$ cat src/hw/gng_main_pkg.sv
`default_nettype none

package gng_main_pkg;

    // Bus widths
    parameter int addr_w     = 16;                 // 6809 address bus
    parameter int data_w     = 8;                  // 6809 data bus
    parameter int rom_addr_w = 17;                 // 128 kB of program ROM
    parameter int bank_w     = 3;                  // Bank register width

    // One bit per decoded region, at most one set
    typedef struct packed {
        logic snd;                                 // Sound latch 3A00
        logic okout;                               // Object copy start 3C00
        logic scrpos;                              // Scroll position 3B00
        logic scr;                                 // Scroll RAM 2800-2FFF
        logic cab;                                 // Cabinet inputs 3000-37FF
        logic blue;                                // Blue palette 3900
        logic redgreen;                            // Red/green palette 3800
        logic ctrl;                                // Flip, sound reset, coins 3D00
        logic ram;                                 // Work RAM 0000-1FFF
        logic chr;                                 // Character RAM 2000-27FF
        logic bank;                                // Bank register 3E00
        logic rom;                                 // Program ROM 4000-FFFF
    } sel_t;

    // ROM pages for the 4000-7FFF windows
    parameter logic [3:0] rom_page_fixed     = 4'd5;   // 6000-7FFF
    parameter logic [3:0] rom_page_bank4     = 4'd4;   // 4000-5FFF when bank is 4
    parameter logic [3:0] rom_page_bank_base = 4'd6;   // First switchable page

    // DIP defaults
    parameter logic [4:0] dipsw_a_coin   = 5'h1f;      // 1 coin, 1 credit
    parameter logic [7:0] dipsw_b_fixed  = 8'b011_11_0_11; // Normal, default bonus, 3 lives

endpackage

`default_nettype wire

$ cat src/hw/gng_cpu_bus_if.sv
`timescale 1ns/1ps
`default_nettype none

interface gng_cpu_bus_if;

    logic                              cen;    // 6 MHz clock enable, one bus cycle
    logic [gng_main_pkg::addr_w-1:0]   addr;   // CPU address
    logic [gng_main_pkg::data_w-1:0]   wdata;  // CPU write data
    logic                              rnw;    // High for read
    gng_main_pkg::sel_t                sel;    // Decoded region selects

    // Address decoder side
    modport dec (
        input  addr,
        output sel
    );

    // Register, RAM and input blocks
    modport slave (
        input  cen,
        input  addr,
        input  wdata,
        input  rnw,
        input  sel
    );

endinterface

`default_nettype wire

$ cat src/hw/gng_cabinet_in.sv
`timescale 1ns/1ps
`default_nettype none

module gng_cabinet_in (
    gng_cpu_bus_if.slave                      bus,
    input  wire [7:0]                         joystick1,     // Bit 7 coin, 6 start, 5-0 stick
    input  wire [7:0]                         joystick2,
    input  wire                               dip_flip,
    input  wire                               dip_game_mode,
    input  wire                               dip_attract_snd,
    input  wire                               dip_upright,
    output logic [gng_main_pkg::data_w-1:0]   cab_dout
);

    logic [7:0] dipsw_a;
    logic [7:0] dipsw_b;

    assign dipsw_a = {dip_flip, dip_game_mode, dip_attract_snd, gng_main_pkg::dipsw_a_coin};
    assign dipsw_b = gng_main_pkg::dipsw_b_fixed | {5'b0, dip_upright, 2'b0};   // Upright at bit 2

    // Port selected by the low address nibble
    always_comb begin
        case (bus.addr[3:0])
            4'd0:    cab_dout = {joystick2[7], joystick1[7], 4'hf,    // Coins, filler
                                 joystick2[6], joystick1[6]};          // Start buttons
            4'd1:    cab_dout = {2'b11, joystick1[5:0]};
            4'd2:    cab_dout = {2'b11, joystick2[5:0]};
            4'd3:    cab_dout = dipsw_a;
            4'd4:    cab_dout = dipsw_b;
            default: cab_dout = 8'hff;           // Open bus reads high
        endcase
    end

endmodule

`default_nettype wire

$ cat src/flat_wrapper.sv
// flat-port wrapper written by rule: the top's interface ports become plain ports
module gng_cabinet_in_flat 
  (joystick1, joystick2, dip_flip, dip_game_mode, dip_attract_snd, dip_upright, cab_dout, bus_cen, bus_addr, bus_wdata, bus_rnw, bus_sel);
  gng_cpu_bus_if bus_i ();
  input  wire [7:0] joystick1;
  input  wire [7:0] joystick2;
  input  wire dip_flip;
  input  wire dip_game_mode;
  input  wire dip_attract_snd;
  input  wire dip_upright;
  output logic [gng_main_pkg::data_w-1:0] cab_dout;
  input wire logic [$bits(bus_i.cen)-1:0] bus_cen;
  input wire logic [$bits(bus_i.addr)-1:0] bus_addr;
  input wire logic [$bits(bus_i.wdata)-1:0] bus_wdata;
  input wire logic [$bits(bus_i.rnw)-1:0] bus_rnw;
  input wire logic [$bits(bus_i.sel)-1:0] bus_sel;
  assign bus_i.cen = bus_cen;
  assign bus_i.addr = bus_addr;
  assign bus_i.wdata = bus_wdata;
  assign bus_i.rnw = bus_rnw;
  assign bus_i.sel = bus_sel;
  gng_cabinet_in u_core (.bus(bus_i), .joystick1(joystick1), .joystick2(joystick2), .dip_flip(dip_flip), .dip_game_mode(dip_game_mode), .dip_attract_snd(dip_attract_snd), .dip_upright(dip_upright), .cab_dout(cab_dout));
endmodule
$ cat config.mk
export PLATFORM = sky130hd
export DESIGN_NAME = gng_cabinet_in_flat
export DESIGN_NICKNAME = d
export VERILOG_FILES = /design/src/hw/gng_main_pkg.sv /design/src/hw/gng_cpu_bus_if.sv /design/src/hw/gng_cabinet_in.sv /design/src/flat_wrapper.sv
export SDC_FILE = /design/constraint.sdc
export NUM_CORES = 1
export LEC_CHECK = 0
export BUFFER_PORTS_ARGS = -buffer_cell sky130_fd_sc_hd__buf_4
export CAP_MARGIN = 30
export CORE_AREA = 2 2 39 41
export DETAILED_ROUTE_END_ITERATION = 16
export DIE_AREA = 0 0 41 43
export PLACE_DENSITY = 0.79
export SYNTH_ARGS = -nofsm -noshare
export SYNTH_HDL_FRONTEND = slang
export SYNTH_SLANG_ARGS = --single-unit
$ cat constraint.sdc
create_clock -name vclk -period 2
set_input_delay 0.2 -clock vclk [all_inputs]
set_output_delay 0.2 -clock vclk [all_outputs]
set_load 0.01 [all_outputs]
==> metrics.md <==
| Metric | Value |
|---|---|
| Slowest cell on crit path | `or3_1` |
| Outcome | `finished, final reports clean` |
| Share of cells above drive strength 1 | `0.557` |
| Arrival time worst endpoint | `approximately 1.1 ns` |
| Vias in the first global route | `slightly below 300` |
| Number of remaining DRC errors | `0` |
| Core Region | `1380 µm²` |
| Drt first-iter violations | `3` |
| Synth cell count leaders | `6 x nand2_1, 4 x o22ai_1, 3 x nor2_1, 2 x mux2_2, 2 x o21ai_0` |
| Gate Count Post-Synth | `31` |
| Worst path required time | `1.80 ns` |
| Peak VDD IR | `between 0.03 and 0.04 mV` |
| Initial Utilization | `0.140` |
| Fin nets | `around 120` |
| Pin count of the biggest net entering global routing | `11` |
| First-pass GRT wire length | `around 1000 µm` |
| Most Used Layer, Global Route | `met2` |
| Register area share after synthesis | `0` |
| Crit-path most repeated cell | `buf_4` |
| Worst-path cell chain | `buf_4 > or3_1 > a21oi_1 > nand2_1 > buf_4` |
| Die Width | `around 40 µm` |
| Crit Path Class | `in -> out` |
| CP max FO | `10` |
| Logic gate share of total power | `1.000` |
| Power Dens Cells | `between 150 and 200 nW/µm²` |
| Post-cts resize count | `0` |
| Synth Area in Compound Gates | `0.329` |
| Worst setup EP type | `output port` |
| Number of I/O pins | `66` |
| Slew Viols, Final | `0` |
| Placer Congestion | `0.518` |
| RSZ-0062 raised after global routing | `no` |
| Adder-Cell Fraction of Synth Area | `0` |
| Register area | `0 µm²` |
| 1st-pass router iterations | `4` |
| Final Cycle Share | `0.627` |
| MaxCap Viol Count | `0` |
| Seq_cells | `0` |
| Met1 Track Usage GR | `0.0601` |
| Netlist cell types | `19` |
| Grt total ovfl | `0` |
| CTS Hold Bufs | `0` |
| Post-synthesis mux area share | `0.168` |
| Total negative slack | `0 ns` |
| Largest family of logic cells by synthesized area | `simple AND/OR/NAND/NOR gates` |
| Initial antenna violation count | `0` |
| Gr usage total | `0.0799` |
| DIE AREA | `around 1800 µm²` |
| Clock power share | `0` |
| Static leakage | `roughly 0.21 nW` |
| Number of cell rows | `14` |
| Critical Path Source Type | `input pin` |
| Final instance area | `435 µm²` |
| Area Overhead vs Synth | `125%` |
| Final worst setup slack | `approximately 0.75 ns` |
| Layout Utilization | `0.315` |
| Mean Syn Cell Area | `6.26 µm²` |
| Worst Max-Slew Pin Slew | `~0.4 ns` |
| Synth Area in XOR/XNOR | `0` |
| Hold Crit Class | `in -> out` |
| Met2 Resource Use GR | `0.184` |
| Post-synthesis simple-gate area fraction | `0.387` |
| Total power | `about 0.078 mW` |
| WL/cell | `9.47 µm` |
| Synth warn | `0` |
| Slew margin rel. | `0.729` |
| DP Worst Slack | `~0.72 ns` |
| Mapped cell area | `around 190 µm²` |
| Fin crit period | `1.25 ns` |
| Max Fclk | `roughly 0.8 GHz` |
| NetSw | `0.0278 mW` |
| Internal power | `0.0504 mW` |
| Final setup fails | `0` |
| Die height | `43 µm` |
| Syn_nets | `89` |
| Grt met3 use | `0.0105` |
| Synth area leader | `o22ai_1` |
| Post-CTS Setup Inserts | `0` |
| Share of the synthesized area in the top cell type | `0.129` |
| Net Sw Frac | `0.355` |
| Via count | `around 340` |
| Sequential share of power | `0` |
| Synth top area cells | `o22ai_1 13%, mux2_2 12%, nand2_1 12%` |
| Detail Route Antenna Nets | `0` |
| Slowest stage delay, CP | `roughly 0.36 ns` |
| # port buffers | `32` |
| Vias per cell | `4.35` |
| Count leader, synth | `nand2_1` |
| Hold Vio Cnt, Final | `0` |
| Number of clock buffers in the layout | `0` |
| Post-DP Area | `435 µm²` |
| Drt total wl | `approximately 730 µm` |
| ANT cells | `0` |
[cells in the final DEF, fill, tap and decap left out]
cell type and n:
nor3_1 1, or2b_1 1, nor2_1 3, inv_1 1
nor4bb_1 1, nand2b_1 1, o22ai_1 4, mux2_2 2
and2_1 1, a211oi_1 1, o21bai_1 1, nand2_1 6
o21ai_0 2, a21oi_1 1, o221ai_1 1, or3_1 1
buf_4 32, mux2i_1 1
[metrics by stage]
step | std cells | hold WS [ns]
final | 77 | 0.685
after global routing | 77 | 0.699
after CTS | 77 | 0.687
after detailed placement | 77 | 0.684
after global placement | 77 | 0.687
after floorplan | 31 | 0.514
[logic make-up (layout without fill, tap and decap cells)]
family,Yosys count,after routing
AO/OA/AOI/OAI,10,10
multiplexers,3,3
AND/OR/NAND/NOR,15,15
buffers and inverters,3,33
[worst max-delay path, delay by kind of cell]
family	cells	cell delay, ns
buffers and inverters	2	0.28
AO/OA/AOI/OAI	1	0.15
AND/OR/NAND/NOR	2	0.42
[area by class of cell]
type / instances / area (µm²)
Fill cell: 150 / 948
Inverter: 1 / 3.75
Multi-Input combinational cell: 28 / 171
Tap cell: 16 / 20.0
Timing Repair Buffer: 32 / 240
[power by group through the flow]
| stage | combinational (mW) | sequential (mW) | clock [mW] |
|---|---|---|---|
| after floorplan | 0.0328 | 0 | 0 |
| after global placement | 0.0780 | 0 | 0 |
| after detailed placement | 0.0793 | 0 | 0 |
| after CTS | 0.0793 | 0 | 0 |
| after global routing | 0.0866 | 0 | 0 |
| final | 0.0782 | 0 | 0 |
[per-layer routing]
layer | part of all wire | vias up
li1 | - | 176
met1 | 0.31 | 143
met2 | 0.53 | 16
met3 | 0.15 | 0
met4 | 0 | 0
met5 | 0 | -
[final timing paths]
kind / start / endpoint / slack (ns) / cells after the start
setup / recovery: bus_addr[1] / cab_dout[2] / 0.75 / 5
hold / removal: bus_addr[3] / cab_dout[2] / 0.68 / 4
No activity file was read; power rests on OpenSTA's default activity.
