File: src/hw/gng_main_pkg.sv
`default_nettype none

package gng_main_pkg;

    // Bus widths
    parameter int addr_w     = 16;                 // 6809 address bus
    parameter int data_w     = 8;                  // 6809 data bus
    parameter int rom_addr_w = 17;                 // 128 kB of program ROM
    parameter int bank_w     = 3;                  // Bank register width

    // One bit per decoded region, at most one set
    typedef struct packed {
        logic snd;                                 // Sound latch 3A00
        logic okout;                               // Object copy start 3C00
        logic scrpos;                              // Scroll position 3B00
        logic scr;                                 // Scroll RAM 2800-2FFF
        logic cab;                                 // Cabinet inputs 3000-37FF
        logic blue;                                // Blue palette 3900
        logic redgreen;                            // Red/green palette 3800
        logic ctrl;                                // Flip, sound reset, coins 3D00
        logic ram;                                 // Work RAM 0000-1FFF
        logic chr;                                 // Character RAM 2000-27FF
        logic bank;                                // Bank register 3E00
        logic rom;                                 // Program ROM 4000-FFFF
    } sel_t;

    // ROM pages for the 4000-7FFF windows
    parameter logic [3:0] rom_page_fixed     = 4'd5;   // 6000-7FFF
    parameter logic [3:0] rom_page_bank4     = 4'd4;   // 4000-5FFF when bank is 4
    parameter logic [3:0] rom_page_bank_base = 4'd6;   // First switchable page

    // DIP defaults
    parameter logic [4:0] dipsw_a_coin   = 5'h1f;      // 1 coin, 1 credit
    parameter logic [7:0] dipsw_b_fixed  = 8'b011_11_0_11; // Normal, default bonus, 3 lives

endpackage

`default_nettype wire

File: src/hw/gng_cpu_bus_if.sv
`timescale 1ns/1ps
`default_nettype none

interface gng_cpu_bus_if;

    logic                              cen;    // 6 MHz clock enable, one bus cycle
    logic [gng_main_pkg::addr_w-1:0]   addr;   // CPU address
    logic [gng_main_pkg::data_w-1:0]   wdata;  // CPU write data
    logic                              rnw;    // High for read
    gng_main_pkg::sel_t                sel;    // Decoded region selects

    // Address decoder side
    modport dec (
        input  addr,
        output sel
    );

    // Register, RAM and input blocks
    modport slave (
        input  cen,
        input  addr,
        input  wdata,
        input  rnw,
        input  sel
    );

endinterface

`default_nettype wire

File: src/hw/gng_ctrl_regs.sv
`timescale 1ns/1ps
`default_nettype none

module gng_ctrl_regs #(
    parameter int coin_w = 4
) (
    input  wire                                clk,
    input  wire                                rst,
    input  wire                                soft_rst,   // Held CPU reset request
    input  wire                                lvbl,       // Low during vertical blank
    input  wire                                irq_ack,    // Interrupt acknowledge
    gng_cpu_bus_if.slave                       bus,
    output logic [gng_main_pkg::bank_w-1:0]    bank,
    output logic                               flip,
    output logic                               sres_n,     // Sound CPU reset, low active
    output logic                               cpu_rst,
    output logic                               irq_n,
    output logic [gng_main_pkg::data_w-1:0]    snd_latch,
    output logic [coin_w-1:0]                  coin_cnt1,
    output logic [coin_w-1:0]                  coin_cnt2
);

    logic wr;            // Write strobe for this bus cycle
    logic lvbl_q;        // Last lvbl sample
    logic lvbl_qq;       // Sample before that
    logic [coin_w-1:0] coin_inc;

    assign wr       = bus.cen & ~bus.rnw;
    assign coin_inc = {{(coin_w-1){1'b0}}, bus.wdata[0]};   // Counter pulse from bit 0

    // Write-only registers
    always_ff @(posedge clk) begin
        if (rst) begin
            bank      <= '0;
            flip      <= 1'b0;
            sres_n    <= 1'b1;
            snd_latch <= '0;
            coin_cnt1 <= '0;
            coin_cnt2 <= '0;
        end else if (wr) begin
            if (bus.sel.bank)
                bank <= bus.wdata[gng_main_pkg::bank_w-1:0];
            if (bus.sel.snd)
                snd_latch <= bus.wdata;
            if (bus.sel.ctrl) begin
                case (bus.addr[2:0])
                    3'd0:    flip      <= bus.wdata[0];
                    3'd1:    sres_n    <= bus.wdata[0];
                    3'd2:    coin_cnt1 <= coin_cnt1 + coin_inc;
                    3'd3:    coin_cnt2 <= coin_cnt2 + coin_inc;
                    default: ;   // 3D04-3D07 unused
                endcase
            end
        end
    end

    // CPU reset held until a bus cycle with soft reset released
    always_ff @(posedge clk) begin
        if (rst)
            cpu_rst <= 1'b1;
        else if (bus.cen)
            cpu_rst <= soft_rst;
    end

    // VBlank falling edge sets the IRQ, ack clears it
    always_ff @(posedge clk) begin
        if (rst) begin
            lvbl_q  <= 1'b0;     // No edge seen straight out of reset
            lvbl_qq <= 1'b0;
            irq_n   <= 1'b1;
        end else if (bus.cen) begin
            lvbl_q  <= lvbl;
            lvbl_qq <= lvbl_q;
            if (irq_ack)
                irq_n <= 1'b1;                   // Ack wins over a new edge
            else if (lvbl_qq && !lvbl_q)
                irq_n <= 1'b0;
        end
    end

endmodule

`default_nettype wire

File: src/flat_wrapper.sv
// flat-port wrapper written by rule: the top's interface ports become plain ports
module gng_ctrl_regs_flat 
#(
    parameter int coin_w = 4
)
  (clk, rst, soft_rst, lvbl, irq_ack, bank, flip, sres_n, cpu_rst, irq_n, snd_latch, coin_cnt1, coin_cnt2, bus_cen, bus_addr, bus_wdata, bus_rnw, bus_sel);
  gng_cpu_bus_if bus_i ();
  input  wire clk;
  input  wire rst;
  input  wire soft_rst;
  input  wire lvbl;
  input  wire irq_ack;
  output logic [gng_main_pkg::bank_w-1:0] bank;
  output logic flip;
  output logic sres_n;
  output logic cpu_rst;
  output logic irq_n;
  output logic [gng_main_pkg::data_w-1:0] snd_latch;
  output logic [coin_w-1:0] coin_cnt1;
  output logic [coin_w-1:0] coin_cnt2;
  input wire logic [$bits(bus_i.cen)-1:0] bus_cen;
  input wire logic [$bits(bus_i.addr)-1:0] bus_addr;
  input wire logic [$bits(bus_i.wdata)-1:0] bus_wdata;
  input wire logic [$bits(bus_i.rnw)-1:0] bus_rnw;
  input wire logic [$bits(bus_i.sel)-1:0] bus_sel;
  assign bus_i.cen = bus_cen;
  assign bus_i.addr = bus_addr;
  assign bus_i.wdata = bus_wdata;
  assign bus_i.rnw = bus_rnw;
  assign bus_i.sel = bus_sel;
  gng_ctrl_regs #(.coin_w(coin_w)) u_core (.clk(clk), .rst(rst), .soft_rst(soft_rst), .lvbl(lvbl), .irq_ack(irq_ack), .bus(bus_i), .bank(bank), .flip(flip), .sres_n(sres_n), .cpu_rst(cpu_rst), .irq_n(irq_n), .snd_latch(snd_latch), .coin_cnt1(coin_cnt1), .coin_cnt2(coin_cnt2));
endmodule
File: config.mk
export PLATFORM = sky130hd
export DESIGN_NAME = gng_ctrl_regs_flat
export DESIGN_NICKNAME = d
export VERILOG_FILES = /design/src/hw/gng_main_pkg.sv /design/src/hw/gng_cpu_bus_if.sv /design/src/hw/gng_ctrl_regs.sv /design/src/flat_wrapper.sv
export SDC_FILE = /design/constraint.sdc
export NUM_CORES = 1
export LEC_CHECK = 0
export BUFFER_PORTS_ARGS = -buffer_cell sky130_fd_sc_hd__buf_4
export CAP_MARGIN = 0
export CORE_ASPECT_RATIO = 0.6
export CORE_MARGIN = 10
export CORE_UTILIZATION = 45
export CTS_CLUSTER_DIAMETER = 120
export DETAILED_ROUTE_END_ITERATION = 7
export PLACE_DENSITY = 0.84
export SLEW_MARGIN = 25
export SYNTH_ARGS = -nofsm -noshare
export SYNTH_HDL_FRONTEND = slang
export SYNTH_SLANG_ARGS = --single-unit
File: constraint.sdc
create_clock -name clk -period 1.9 [get_ports clk]
set_input_delay 0.095 -clock clk [delete_from_list [all_inputs] [get_ports clk]]
set_output_delay 0.095 -clock clk [all_outputs]
set_load 0.05 [all_outputs]
==> metrics <==
crit-path cells ha_1, nand3_1, or4_1, a21oi_1; DIE AREA ~0.0048 mm2; postcts setup bufs 0; Tot GR Track Use 0.124; Syn-to-layout area delta 37.3%; antenna cells 0; top cells by area, synth dfxtp_1 (47%), mux2i_1 (13%), nor2_1 (5.3%); flop2flop setup slack 670 ps; # DRC 0; GR Util met1 0.150; largest net degree at the start of global routing 27; Post-synth top cells dfxtp_1 (25), nor2_1 (15), mux2i_1 (14), nand3_1 (11), a21oi_1 (7); PD cells 687 mW/mm2; number of I/O port buffers 43; CP Data Required Time around 2100 ps; fmax just over 0.8 GHz; Crit. path cell count 4; CTS root buf clkbuf_8; count leader, synth dfxtp_1; Pre-antenna DRT Iters 4; Tcrit/Tclk final 0.650; CP startpoint kind flip-flop; Hold Fails Final Rpt 0; crit path max fanout 3; DRT iter0 DRCs 68; CTS tree done; DIE WIDTH about 83 um; unrepaired setup endpoints after global routing false; antenna viol nets, final 0; Yosys warning count 0; Finished Layout Cells 183; Final setup viols 0; Synth Flop Type dfxtp_1; post-route setup TNS 0 ps; layout cells sized above 1 0.327; RePlAce Congestion between 0.7 and 0.8; status finished, final reports clean; post-route cell area 0.00146 mm2; met2 GRT Util 0.200; post-synthesis instance total 110; dpl cell area roughly 0.0014 mm2; # IOs 66; CTS sink cnt 25; Avg Cell Area, Syn between 9 and 10 um2; Worst Reg-to-Reg Cells 4; max-slew violations 0; CORE AREA 0.00221 mm2; DIE HEIGHT 57.6 um; Critical path origin u_core.coin_cnt2[0]$_SDFFE_PP0P_; crit path to u_core.coin_cnt2[3]$_SDFFE_PP0P_; CP bufs+invs 0; mapped cell area 0.00106 mm2; clock transition at the registers of the reported paths roughly 90 ps; #FFs+latches synth 25; Slew headroom 0.634; cell accounting for the most synthesized area dfxtp_1; CP endpoint kind flip-flop; Slew @ Worst Pin 547 ps; GRT Residual Overflow 0; Critical Path AT 1440 ps; dpl cells roughly 180; Crit Reg-Reg Startpoint u_core.coin_cnt2[0]$_SDFFE_PP0P_; Clock Tree Buf Depth 2; Synth Net Count 157; row cnt 13; hpwl dp 2340 um; clk_skew 4.92 ps; Seq/Total Area, Yosys 0.471; vias in the first global route roughly 1,000; Crit path largest cell delay 400 ps; met3 GRT Util 0.0523; initial core utilization 0.480; Worst VDD drop 0.483 mV; H-tree Lvls 1; Post-synth EDFFs 0; first-pass GRT wire length 4730 um; Routed WL 2900 um; worst hold path type in2reg; busiest metal layer after global routing met2; max-cap violations 0; Synth async-reset ratio 0; crit path kind reg2reg; via count around 960; initial antenna violation count 0; Num CTS Buffers 3; drt wl/cell 15.9 um; Vias/cell 5.27; CP top delay family simple AND/OR/NAND/NOR gates; Hold-fix buffers, CTS 0; r2r endpoint u_core.coin_cnt2[3]$_SDFFE_PP0P_; area share of the largest cell type after synthesis 0.471; Critical-path top delay cell or4_1; HP Start irq_ack; Synth cell types 24; Clock Latency Late Sink 260 ps; post-cts resize count 0; P_leak 0.704 nW; fin nets 201; min Tclk post-route 1230 ps
metrics by stage:
step / hold slack, ps / setup slack, ps / utilization / total power [mW]
6_report: 59.4 / 665 / 0.660 / 1.00
5_1_grt: 61.1 / 535 / 0.660 / 1.04
4_1_cts: 54.2 / 653 / 0.660 / 1.00
3_5_place_dp: 334 / 383 / 0.639 / 0.704
3_3_place_gp: 311 / 423 / 0.639 / 0.698
2_1_floorplan: 223 / 326 / - / 0.637
logic make-up after synthesis:
| group | Yosys count | share of synthesized area |
|---|---|---|
| compound gates | 16 | 0.0848 |
| simple gates | 42 | 0.218 |
| flops | 25 | 0.471 |
| fa+ha+maj | 4 | 0.0471 |
| buf+inv | 7 | 0.0259 |
| mux | 16 | 0.153 |
state kept, by name, summed over array words and instances (netlist names):
| name | flops |
|---|---|
| u_core.cpu_rst | 1 |
| u_core.sres_n | 1 |
| u_core.bank | 3 |
| u_core.lvbl_q | 1 |
| u_core.lvbl_qq | 1 |
| u_core.coin_cnt1 | 4 |
| u_core.snd_latch | 8 |
| u_core.irq_n | 1 |
| u_core.flip | 1 |
| u_core.coin_cnt2 | 4 |
metal layers:
| metal | vias to the layer above | share of wire |
|---|---|---|
| met5 | - | 0 |
| met4 | 0 | 0.0086 |
| met3 | 4 | 0.093 |
| met2 | 33 | 0.48 |
| met1 | 450 | 0.42 |
| li1 | 477 | - |
final cells by class:
class,count,area (um2)
multi-input cells,78,534
inverters,1,3.75
fillers,195,753
repair buffers,45,338
clock buffers,4,45.0
well taps,30,37.5
flip-flops and latches,25,500
layout by cell type, fill, tap and decap left out, types with 2 or more instances in the layout:
cell type  count
nand3_1       11
nand2_1        2
dfxtp_1       25
o21ai_0        6
nor2b_1        3
nor2_1        15
o31ai_1        2
ha_1           4
nand3b_1       3
a21oi_1        7
mux2i_1       14
clkbuf_8       3
or4_1          2
buf_4         45
report_power, final:
| group | leakage (nW) | switching [mW] | internal, mW | total (mW) |
|---|---|---|---|---|
| clock | 0.0228 | 0.162 | 0.150 | 0.312 |
| sequential | 0.203 | 0.00684 | 0.536 | 0.543 |
| combinational | 0.478 | 0.0868 | 0.0618 | 0.149 |
| total | 0.704 | 0.256 | 0.747 | 1.00 |
worst min-delay path by stage:
stage	endpoint	slack (ps)	depth (start not counted)
6_report	u_core.irq_n$_SDFFE_PP1P_	60	2
5_1_grt	u_core.irq_n$_SDFFE_PP1P_	60	2
4_1_cts	u_core.irq_n$_SDFFE_PP1P_	50	2
3_5_place_dp	u_core.irq_n$_SDFFE_PP1P_	330	2
3_3_place_gp	u_core.cpu_rst$_SDFFE_PP1P_	310	3
2_1_floorplan	u_core.cpu_rst$_SDFFE_PP1P_	220	2
(Power assumes the default switching activity.)
