<file path="src/hw/gng_main_pkg.sv">
`default_nettype none

package gng_main_pkg;

    // Bus widths
    parameter int addr_w     = 16;                 // 6809 address bus
    parameter int data_w     = 8;                  // 6809 data bus
    parameter int rom_addr_w = 17;                 // 128 kB of program ROM
    parameter int bank_w     = 3;                  // Bank register width

    // One bit per decoded region, at most one set
    typedef struct packed {
        logic snd;                                 // Sound latch 3A00
        logic okout;                               // Object copy start 3C00
        logic scrpos;                              // Scroll position 3B00
        logic scr;                                 // Scroll RAM 2800-2FFF
        logic cab;                                 // Cabinet inputs 3000-37FF
        logic blue;                                // Blue palette 3900
        logic redgreen;                            // Red/green palette 3800
        logic ctrl;                                // Flip, sound reset, coins 3D00
        logic ram;                                 // Work RAM 0000-1FFF
        logic chr;                                 // Character RAM 2000-27FF
        logic bank;                                // Bank register 3E00
        logic rom;                                 // Program ROM 4000-FFFF
    } sel_t;

    // ROM pages for the 4000-7FFF windows
    parameter logic [3:0] rom_page_fixed     = 4'd5;   // 6000-7FFF
    parameter logic [3:0] rom_page_bank4     = 4'd4;   // 4000-5FFF when bank is 4
    parameter logic [3:0] rom_page_bank_base = 4'd6;   // First switchable page

    // DIP defaults
    parameter logic [4:0] dipsw_a_coin   = 5'h1f;      // 1 coin, 1 credit
    parameter logic [7:0] dipsw_b_fixed  = 8'b011_11_0_11; // Normal, default bonus, 3 lives

endpackage

`default_nettype wire

</file>
<file path="src/hw/gng_cpu_bus_if.sv">
`timescale 1ns/1ps
`default_nettype none

interface gng_cpu_bus_if;

    logic                              cen;    // 6 MHz clock enable, one bus cycle
    logic [gng_main_pkg::addr_w-1:0]   addr;   // CPU address
    logic [gng_main_pkg::data_w-1:0]   wdata;  // CPU write data
    logic                              rnw;    // High for read
    gng_main_pkg::sel_t                sel;    // Decoded region selects

    // Address decoder side
    modport dec (
        input  addr,
        output sel
    );

    // Register, RAM and input blocks
    modport slave (
        input  cen,
        input  addr,
        input  wdata,
        input  rnw,
        input  sel
    );

endinterface

`default_nettype wire

</file>
<file path="src/hw/gng_bus_decode.sv">
`timescale 1ns/1ps
`default_nettype none

module gng_bus_decode (
    gng_cpu_bus_if.dec                           bus,
    input  wire [gng_main_pkg::bank_w-1:0]       bank,       // From bank register
    input  wire [gng_main_pkg::data_w-1:0]       ram_q,      // Registered RAM read
    input  wire [gng_main_pkg::data_w-1:0]       char_dout,
    input  wire [gng_main_pkg::data_w-1:0]       scr_dout,
    input  wire [gng_main_pkg::data_w-1:0]       rom_dout,
    input  wire [gng_main_pkg::data_w-1:0]       cab_dout,
    output logic [gng_main_pkg::rom_addr_w-1:0]  rom_addr,
    output logic [gng_main_pkg::data_w-1:0]      cpu_din
);

    gng_main_pkg::sel_t sel;                     // Local copy, also steers read data
    logic [3:0]         page;                    // ROM page above the 8 kB offset

    // Memory map on the high address byte
    always_comb begin
        sel = '0;
        casez (bus.addr[15:8])
            8'b000?_????: sel.ram      = 1'b1;   // 0000-1FFF
            8'b0010_0???: sel.chr      = 1'b1;   // 2000-27FF
            8'b0010_1???: sel.scr      = 1'b1;   // 2800-2FFF
            8'b0011_0???: sel.cab      = 1'b1;   // 3000-37FF
            8'b0011_1000: sel.redgreen = 1'b1;   // 3800
            8'b0011_1001: sel.blue     = 1'b1;   // 3900
            8'b0011_1010: sel.snd      = 1'b1;   // 3A00
            8'b0011_1011: sel.scrpos   = 1'b1;   // 3B00
            8'b0011_1100: sel.okout    = 1'b1;   // 3C00
            8'b0011_1101: sel.ctrl     = 1'b1;   // 3D00
            8'b0011_1110: sel.bank     = 1'b1;   // 3E00
            8'b01??_????: sel.rom      = 1'b1;   // 4000-7FFF
            8'b1???_????: sel.rom      = 1'b1;   // 8000-FFFF
            default:      sel          = '0;     // 3F00 and gaps
        endcase
    end

    assign bus.sel = sel;

    // Banked ROM page
    always_comb begin
        casez (bus.addr[15:13])
            3'b1??:  page = {2'b00, bus.addr[14:13]};       // Fixed 32 kB
            3'b011:  page = gng_main_pkg::rom_page_fixed;   // Fixed 8 kB
            3'b010: begin                                   // Switchable window
                if (bank == 3'd4)
                    page = gng_main_pkg::rom_page_bank4;
                else
                    page = gng_main_pkg::rom_page_bank_base + {2'b00, bank[1:0]};
            end
            default: page = 4'd0;                           // No ROM below 4000
        endcase
    end

    assign rom_addr = {page, bus.addr[12:0]};

    // Read data back to the CPU
    always_comb begin
        case ({sel.ram, sel.chr, sel.scr, sel.rom, sel.cab})
            5'b10000: cpu_din = ram_q;
            5'b01000: cpu_din = char_dout;
            5'b00100: cpu_din = scr_dout;
            5'b00010: cpu_din = rom_dout;
            5'b00001: cpu_din = cab_dout;
            default:  cpu_din = rom_dout;   // Unmapped reads float to ROM
        endcase
    end

endmodule

`default_nettype wire

</file>
<file path="src/flat_wrapper.sv">
// flat-port wrapper written by rule: the top's interface ports become plain ports
module gng_bus_decode_flat 
  (bank, ram_q, char_dout, scr_dout, rom_dout, cab_dout, rom_addr, cpu_din, bus_addr, bus_sel);
  gng_cpu_bus_if bus_i ();
  input  wire [gng_main_pkg::bank_w-1:0] bank;
  input  wire [gng_main_pkg::data_w-1:0] ram_q;
  input  wire [gng_main_pkg::data_w-1:0] char_dout;
  input  wire [gng_main_pkg::data_w-1:0] scr_dout;
  input  wire [gng_main_pkg::data_w-1:0] rom_dout;
  input  wire [gng_main_pkg::data_w-1:0] cab_dout;
  output logic [gng_main_pkg::rom_addr_w-1:0] rom_addr;
  output logic [gng_main_pkg::data_w-1:0] cpu_din;
  input wire logic [$bits(bus_i.addr)-1:0] bus_addr;
  output wire logic [$bits(bus_i.sel)-1:0] bus_sel;
  assign bus_i.addr = bus_addr;
  assign bus_sel = bus_i.sel;
  gng_bus_decode u_core (.bus(bus_i), .bank(bank), .ram_q(ram_q), .char_dout(char_dout), .scr_dout(scr_dout), .rom_dout(rom_dout), .cab_dout(cab_dout), .rom_addr(rom_addr), .cpu_din(cpu_din));
endmodule
</file>
<file path="config.mk">
export PLATFORM = sky130hd
export DESIGN_NAME = gng_bus_decode_flat
export DESIGN_NICKNAME = d
export VERILOG_FILES = /design/src/hw/gng_main_pkg.sv /design/src/hw/gng_cpu_bus_if.sv /design/src/hw/gng_bus_decode.sv /design/src/flat_wrapper.sv
export SDC_FILE = /design/constraint.sdc
export NUM_CORES = 1
export LEC_CHECK = 0
export ABC_AREA = 1
export BUFFER_PORTS_ARGS = -buffer_cell sky130_fd_sc_hd__buf_2
export CAP_MARGIN = 20
export CORE_ASPECT_RATIO = 0.8
export CORE_MARGIN = 4
export CORE_UTILIZATION = 32
export DETAILED_ROUTE_END_ITERATION = 10
export GPL_ROUTABILITY_DRIVEN = 1
export PLACE_DENSITY = 0.83
export SLEW_MARGIN = 5
export SYNTH_ARGS = -nofsm -noshare
export SYNTH_HDL_FRONTEND = slang
export SYNTH_SLANG_ARGS = --single-unit
</file>
<file path="constraint.sdc">
create_clock -name vclk -period 0.89
set_input_delay 0.0445 -clock vclk [all_inputs]
set_output_delay 0.0445 -clock vclk [all_outputs]
set_load 0.005 [all_outputs]
</file>
==> qor.csv, run 1 <==
metric,value,unit
status,finished with violations,
violations,negative setup slack,
hold_class,input pin to output port,
synth.top_cell.area_share,0.263,
die-area,2850,um^2
worst_slack,-128,ps
grt.total_usage,0.210,
drv_cap,0,
cp.required,850,ps
fp.dieH,48.5,um
coreArea,1910,um^2
drv_slew,0,
max_freq,0.982,GHz
chipWidth,58.7,um
crit_fanout,8,
p_leak,0.788,nW
syn_area,657,um^2
final_area,1350,um^2
setup_viol,11,
wl_per_cell,14.9,um
gr-total-overflow,0,
layout_min_cycle_time,1020,ps
drive_gt1_frac,0.652,
worstPathArrival,970,ps
tightest_slew,286,ps
dp_cells,231,
cp-end-kind,output port,
postRouteAntennaNets,0,
portBuffers,80,
report.power.total,0.552,mW
multi_input_area,672,um^2
drt-vias-per-instance,5.30,
period_share,1.14,
ir_drop,326,uV
num_rows,14,
nFlopsAndLatches,0,
grt_antenna_before_repair,0,
synthTopCellsByArea,"nand2_1 26%, buf_4 16%, nand4_1 15%, nand3_1 8.4%, nor2_1 8.0%",
power_density,410,nW/um^2
fin_nets,271,
grt_pass1_vias,1078,
grt_pass1_wl,4.96,mm
gp_congestion,0.849,
fin_hold_ws,89.0,ps
timing.critical_path.buf_inv,4,
setup.worst_path.class,input pin to output port,
n_antenna_cell,0,
timing_hold_violations_final,0,
ys_seq_area_frac,0,
firstDrtPassIters,4,
yosys.area.top_type,nand2_1,
slowest_stage,nor2_4,
cp-start-kind,input pin,
final_util,0.705,
dp_hpwl,2.28,mm
synth_common_cells,"46 x nand2_1, 16 x nand4_1, 14 x buf_4, 14 x nor2_1, 11 x nand3_1",
vias,1241,
synth.avg_cell_area,5.09,um^2
ioPinCount,96,
seqCellArea,0,um^2
syn-num-nets,188,
drtIter0Drc,97,
area_delta_synth_final,105,%
yosysWarnings,0,
yosysMostFrequentCell,nand2_1,
fillers,147,
fin_cells,234,
rsz0062_at_grt,yes,
critPathMaxStageDelay,160,ps
grt_max_degree,12,
crit_chain,buf_12 -> nor2_4 -> inv_4 -> nor2_8 -> nor2_4 -> buf_12 -> nand3_2 -> nand2_1 -> buf_2,
slew_headroom,0.809,
start_util,0.344,
drc,0,
drt_wl_total,3.49,mm
clockBufferCount,0,
synth.distinct_cells,17,
crit_family,simple AND/OR/NAND/NOR gates,
synthCells,129,
dpl_cell_area,1070,um^2
## metal layers
layer	part of all wire	vias to the layer above	track usage	wire, um
met1	0.36	559	0.259	1240
met3	0.12	13	0.0665	409
met5	0	-	0	0
met2	0.50	72	0.357	1730
met4	0.030	0	0.0377	104
li1	-	597	-	-
## final timing paths
path,from,endpoint,cells after the start
hold / removal,bus_addr[2],rom_addr[2],0
setup / recovery,bus_addr[15],cpu_din[6],9
## metrics by stage
| stage | setup WS, ps | setup TNS (ps) |
|---|---|---|
| after global placement | -154 | -1980 |
| after CTS | -67.5 | -417 |
| after floorplan | 62.1 | 0 |
| final | -128 | -787 |
| after global routing | -174 | -1620 |
| after detailed placement | -192 | -2320 |
## cell type report
cell class,count,area share
well taps,24,0.0223
repair buffers,95,0.438
inverters,10,0.0409
multi-input cells,105,0.499
## timing repair
item	in CTS	in global routing
gates cloned	1	0
endpoints found under the setup margin	15	14
buffers inserted	1	2
pin swaps	17	10
hold buffers	0	0
gates resized for setup	38	25
## where the power goes
part	internal, mW	total (mW)	switching [mW]
sequential	0	0	0
clock	0	0	0
combinational	0.271	0.552	0.281
## cell usage in the layout, fill, tap and decap left out, types with 2 or more instances in the layout
cell and count:
buf_2 75, nand2_1 39, nand4_1 16, buf_4 10
nand3_2 9, nor2_4 7, nand2_2 7, buf_6 7
nor2_2 6, nor2_1 6, inv_1 5, nor4_2 5
buf_12 3, inv_4 2, nor4_1 2
## kinds of logic after synthesis
| logic type | synth area share |
|---|---|
| simple gates | 0.739 |
| buf+inv | 0.225 |
| compound gates | 0.0362 |
Note: power is estimated with default switching activity, not from simulation.
==> inputs of run 2 (changes only) <==
REMOVE_ABC_BUFFERS = 1   (was unset)
==> run 2 against run 1 <==
Compared with the run above: critical endpoint is now cpu_din[7]; sequential share of layout area unchanged; cell area is 5.9% lower; fmax grew 6.7%; first-iteration DRC count decreased by 9.3%; setup slack improved by 64 ps; cell count up 0.43%; highest routed layer unchanged; count of clock-buffer cells in the layout stayed put; critical path depth grew 1; largest power group unchanged; utilization is 4.2 points lower; largest cell class unchanged; the flow still finishes with violations (negative setup slack).
==> qor.csv, run 2 (same netlist as run 1, synthesis figures left out) <==
metric,value,unit
drv_cap,0,
n_antenna_cell,0,
rsz0062_at_grt,yes,
area_delta_synth_final,92.8,%
layout_commonest_cell,buf_2,
gp_congestion,0.872,
ir_drop,235,uV
slowest_stage,buf_4,
grt_pass1_wl,4.57,mm
gr-total-overflow,0,
layout_min_cycle_time,954,ps
dp_cells,233,
drive_gt1_frac,0.583,
setup.worst_path.class,input pin to output port,
portBuffers,80,
cp-end-kind,output port,
cp-start-kind,input pin,
grt.total_usage,0.190,
final_cell_mix,"75 x buf_2, 45 x nand2_1, 16 x nand4_1",
report.power.total,0.498,mW
hold_class,input pin to output port,
period_share,1.07,
drt_wl_total,3.16,mm
worstHoldStart,bus_addr[1],
nFlopsAndLatches,0,
chipWidth,58.7,um
drt-vias-per-instance,5.12,
crit_chain,buf_8 -> inv_6 -> nand2_4 -> nor2_4 -> buf_4 -> nand2_1 -> nand2_1 -> nor2_1 -> nand2_1 -> buf_2,
path_common_cell,nand2_1,
start_util,0.344,
max_freq,1.05,GHz
fin_nets,272,
crit_family,simple AND/OR/NAND/NOR gates,
cts_hold_buf,0,
coreArea,1910,um^2
drc,0,
timing_hold_violations_final,0,
firstDrtPassIters,4,
power_density,393,nW/um^2
wl_per_cell,13.5,um
drtIter0Drc,88,
vias,1203,
final_util,0.663,
whs_path_depth,0,
whs_endpoint,rom_addr[1],
die-area,2850,um^2
setup_viol,10,
timing.critical_path.buf_inv,4,
fin_cells,235,
worstPathArrival,910,ps
dp_hpwl,2.33,mm
status,finished with violations,
grt_antenna_before_repair,0,
worst_slack,-64.0,ps
crit_fanout,4,
slew_headroom,0.834,
grt_pass1_vias,1096,
clockBufferCount,0,
violations,negative setup slack,
dpl_worst_slack,-187,ps
critPathMaxStageDelay,150,ps
drv_slew,0,
cp.required,850,ps
tightest_slew,247,ps
ioPinCount,96,
seqCellArea,0,um^2
num_rows,14,
grt_max_degree,12,
p_leak,0.763,nW
fp.dieH,48.5,um
postRouteAntennaNets,0,
## run 2: worst max-delay path by stage
stage	startpoint	endpoint	slack, ps	cells after the start
global route	bus_addr[13]	cpu_din[7]	-150	9
detailed placement	bus_addr[14]	cpu_din[1]	-190	9
CTS	bus_addr[11]	cpu_din[3]	-70	8
floorplan	bus_addr[15]	bus_sel[10]	-120	3
finish	bus_addr[14]	cpu_din[7]	-60	10
global placement	bus_addr[14]	cpu_din[3]	-170	9
## run 2: layout make-up
| cell class | count | area, um^2 |
|---|---|---|
| Fill cell | 190 | 643 |
| Inverter | 10 | 45.0 |
| Multi-Input combinational cell | 105 | 624 |
| Tap cell | 24 | 30.0 |
| Timing Repair Buffer | 96 | 567 |
## run 2: what timing repair did
item | in CTS | in global routing
cloned | 1 | 0
resized for setup | 24 | 17
setup endpoints to repair | 16 | 15
pin swaps | 10 | 9
buffers inserted | 1 | 0
endpoints found under the hold margin | 0 | 0
## run 2: metal layers
| metal | track usage | share of wire |
|---|---|---|
| met4 | 0.0189 | 0.0044 |
| met5 | 0 | 0 |
| met2 | 0.331 | 0.50 |
| met1 | 0.248 | 0.39 |
| met3 | 0.0372 | 0.10 |
## run 2: power breakdown
part           leakage [nW]  switching [mW]  internal [mW]  total [mW]
Clock                     0               0              0           0
Sequential                0               0              0           0
Combinational         0.763           0.254          0.244       0.498
Total                 0.763           0.254          0.244       0.498
## run 2: through the flow
stage,hold WS [ps],cell area [um^2],setup TNS [ps]
floorplan,89.0,547,-1510
global placement,89.1,1090,-2210
detailed placement,89.1,1090,-2550
CTS,89.1,1190,-439
global route,89.0,1270,-1380
finish,89.0,1270,-448
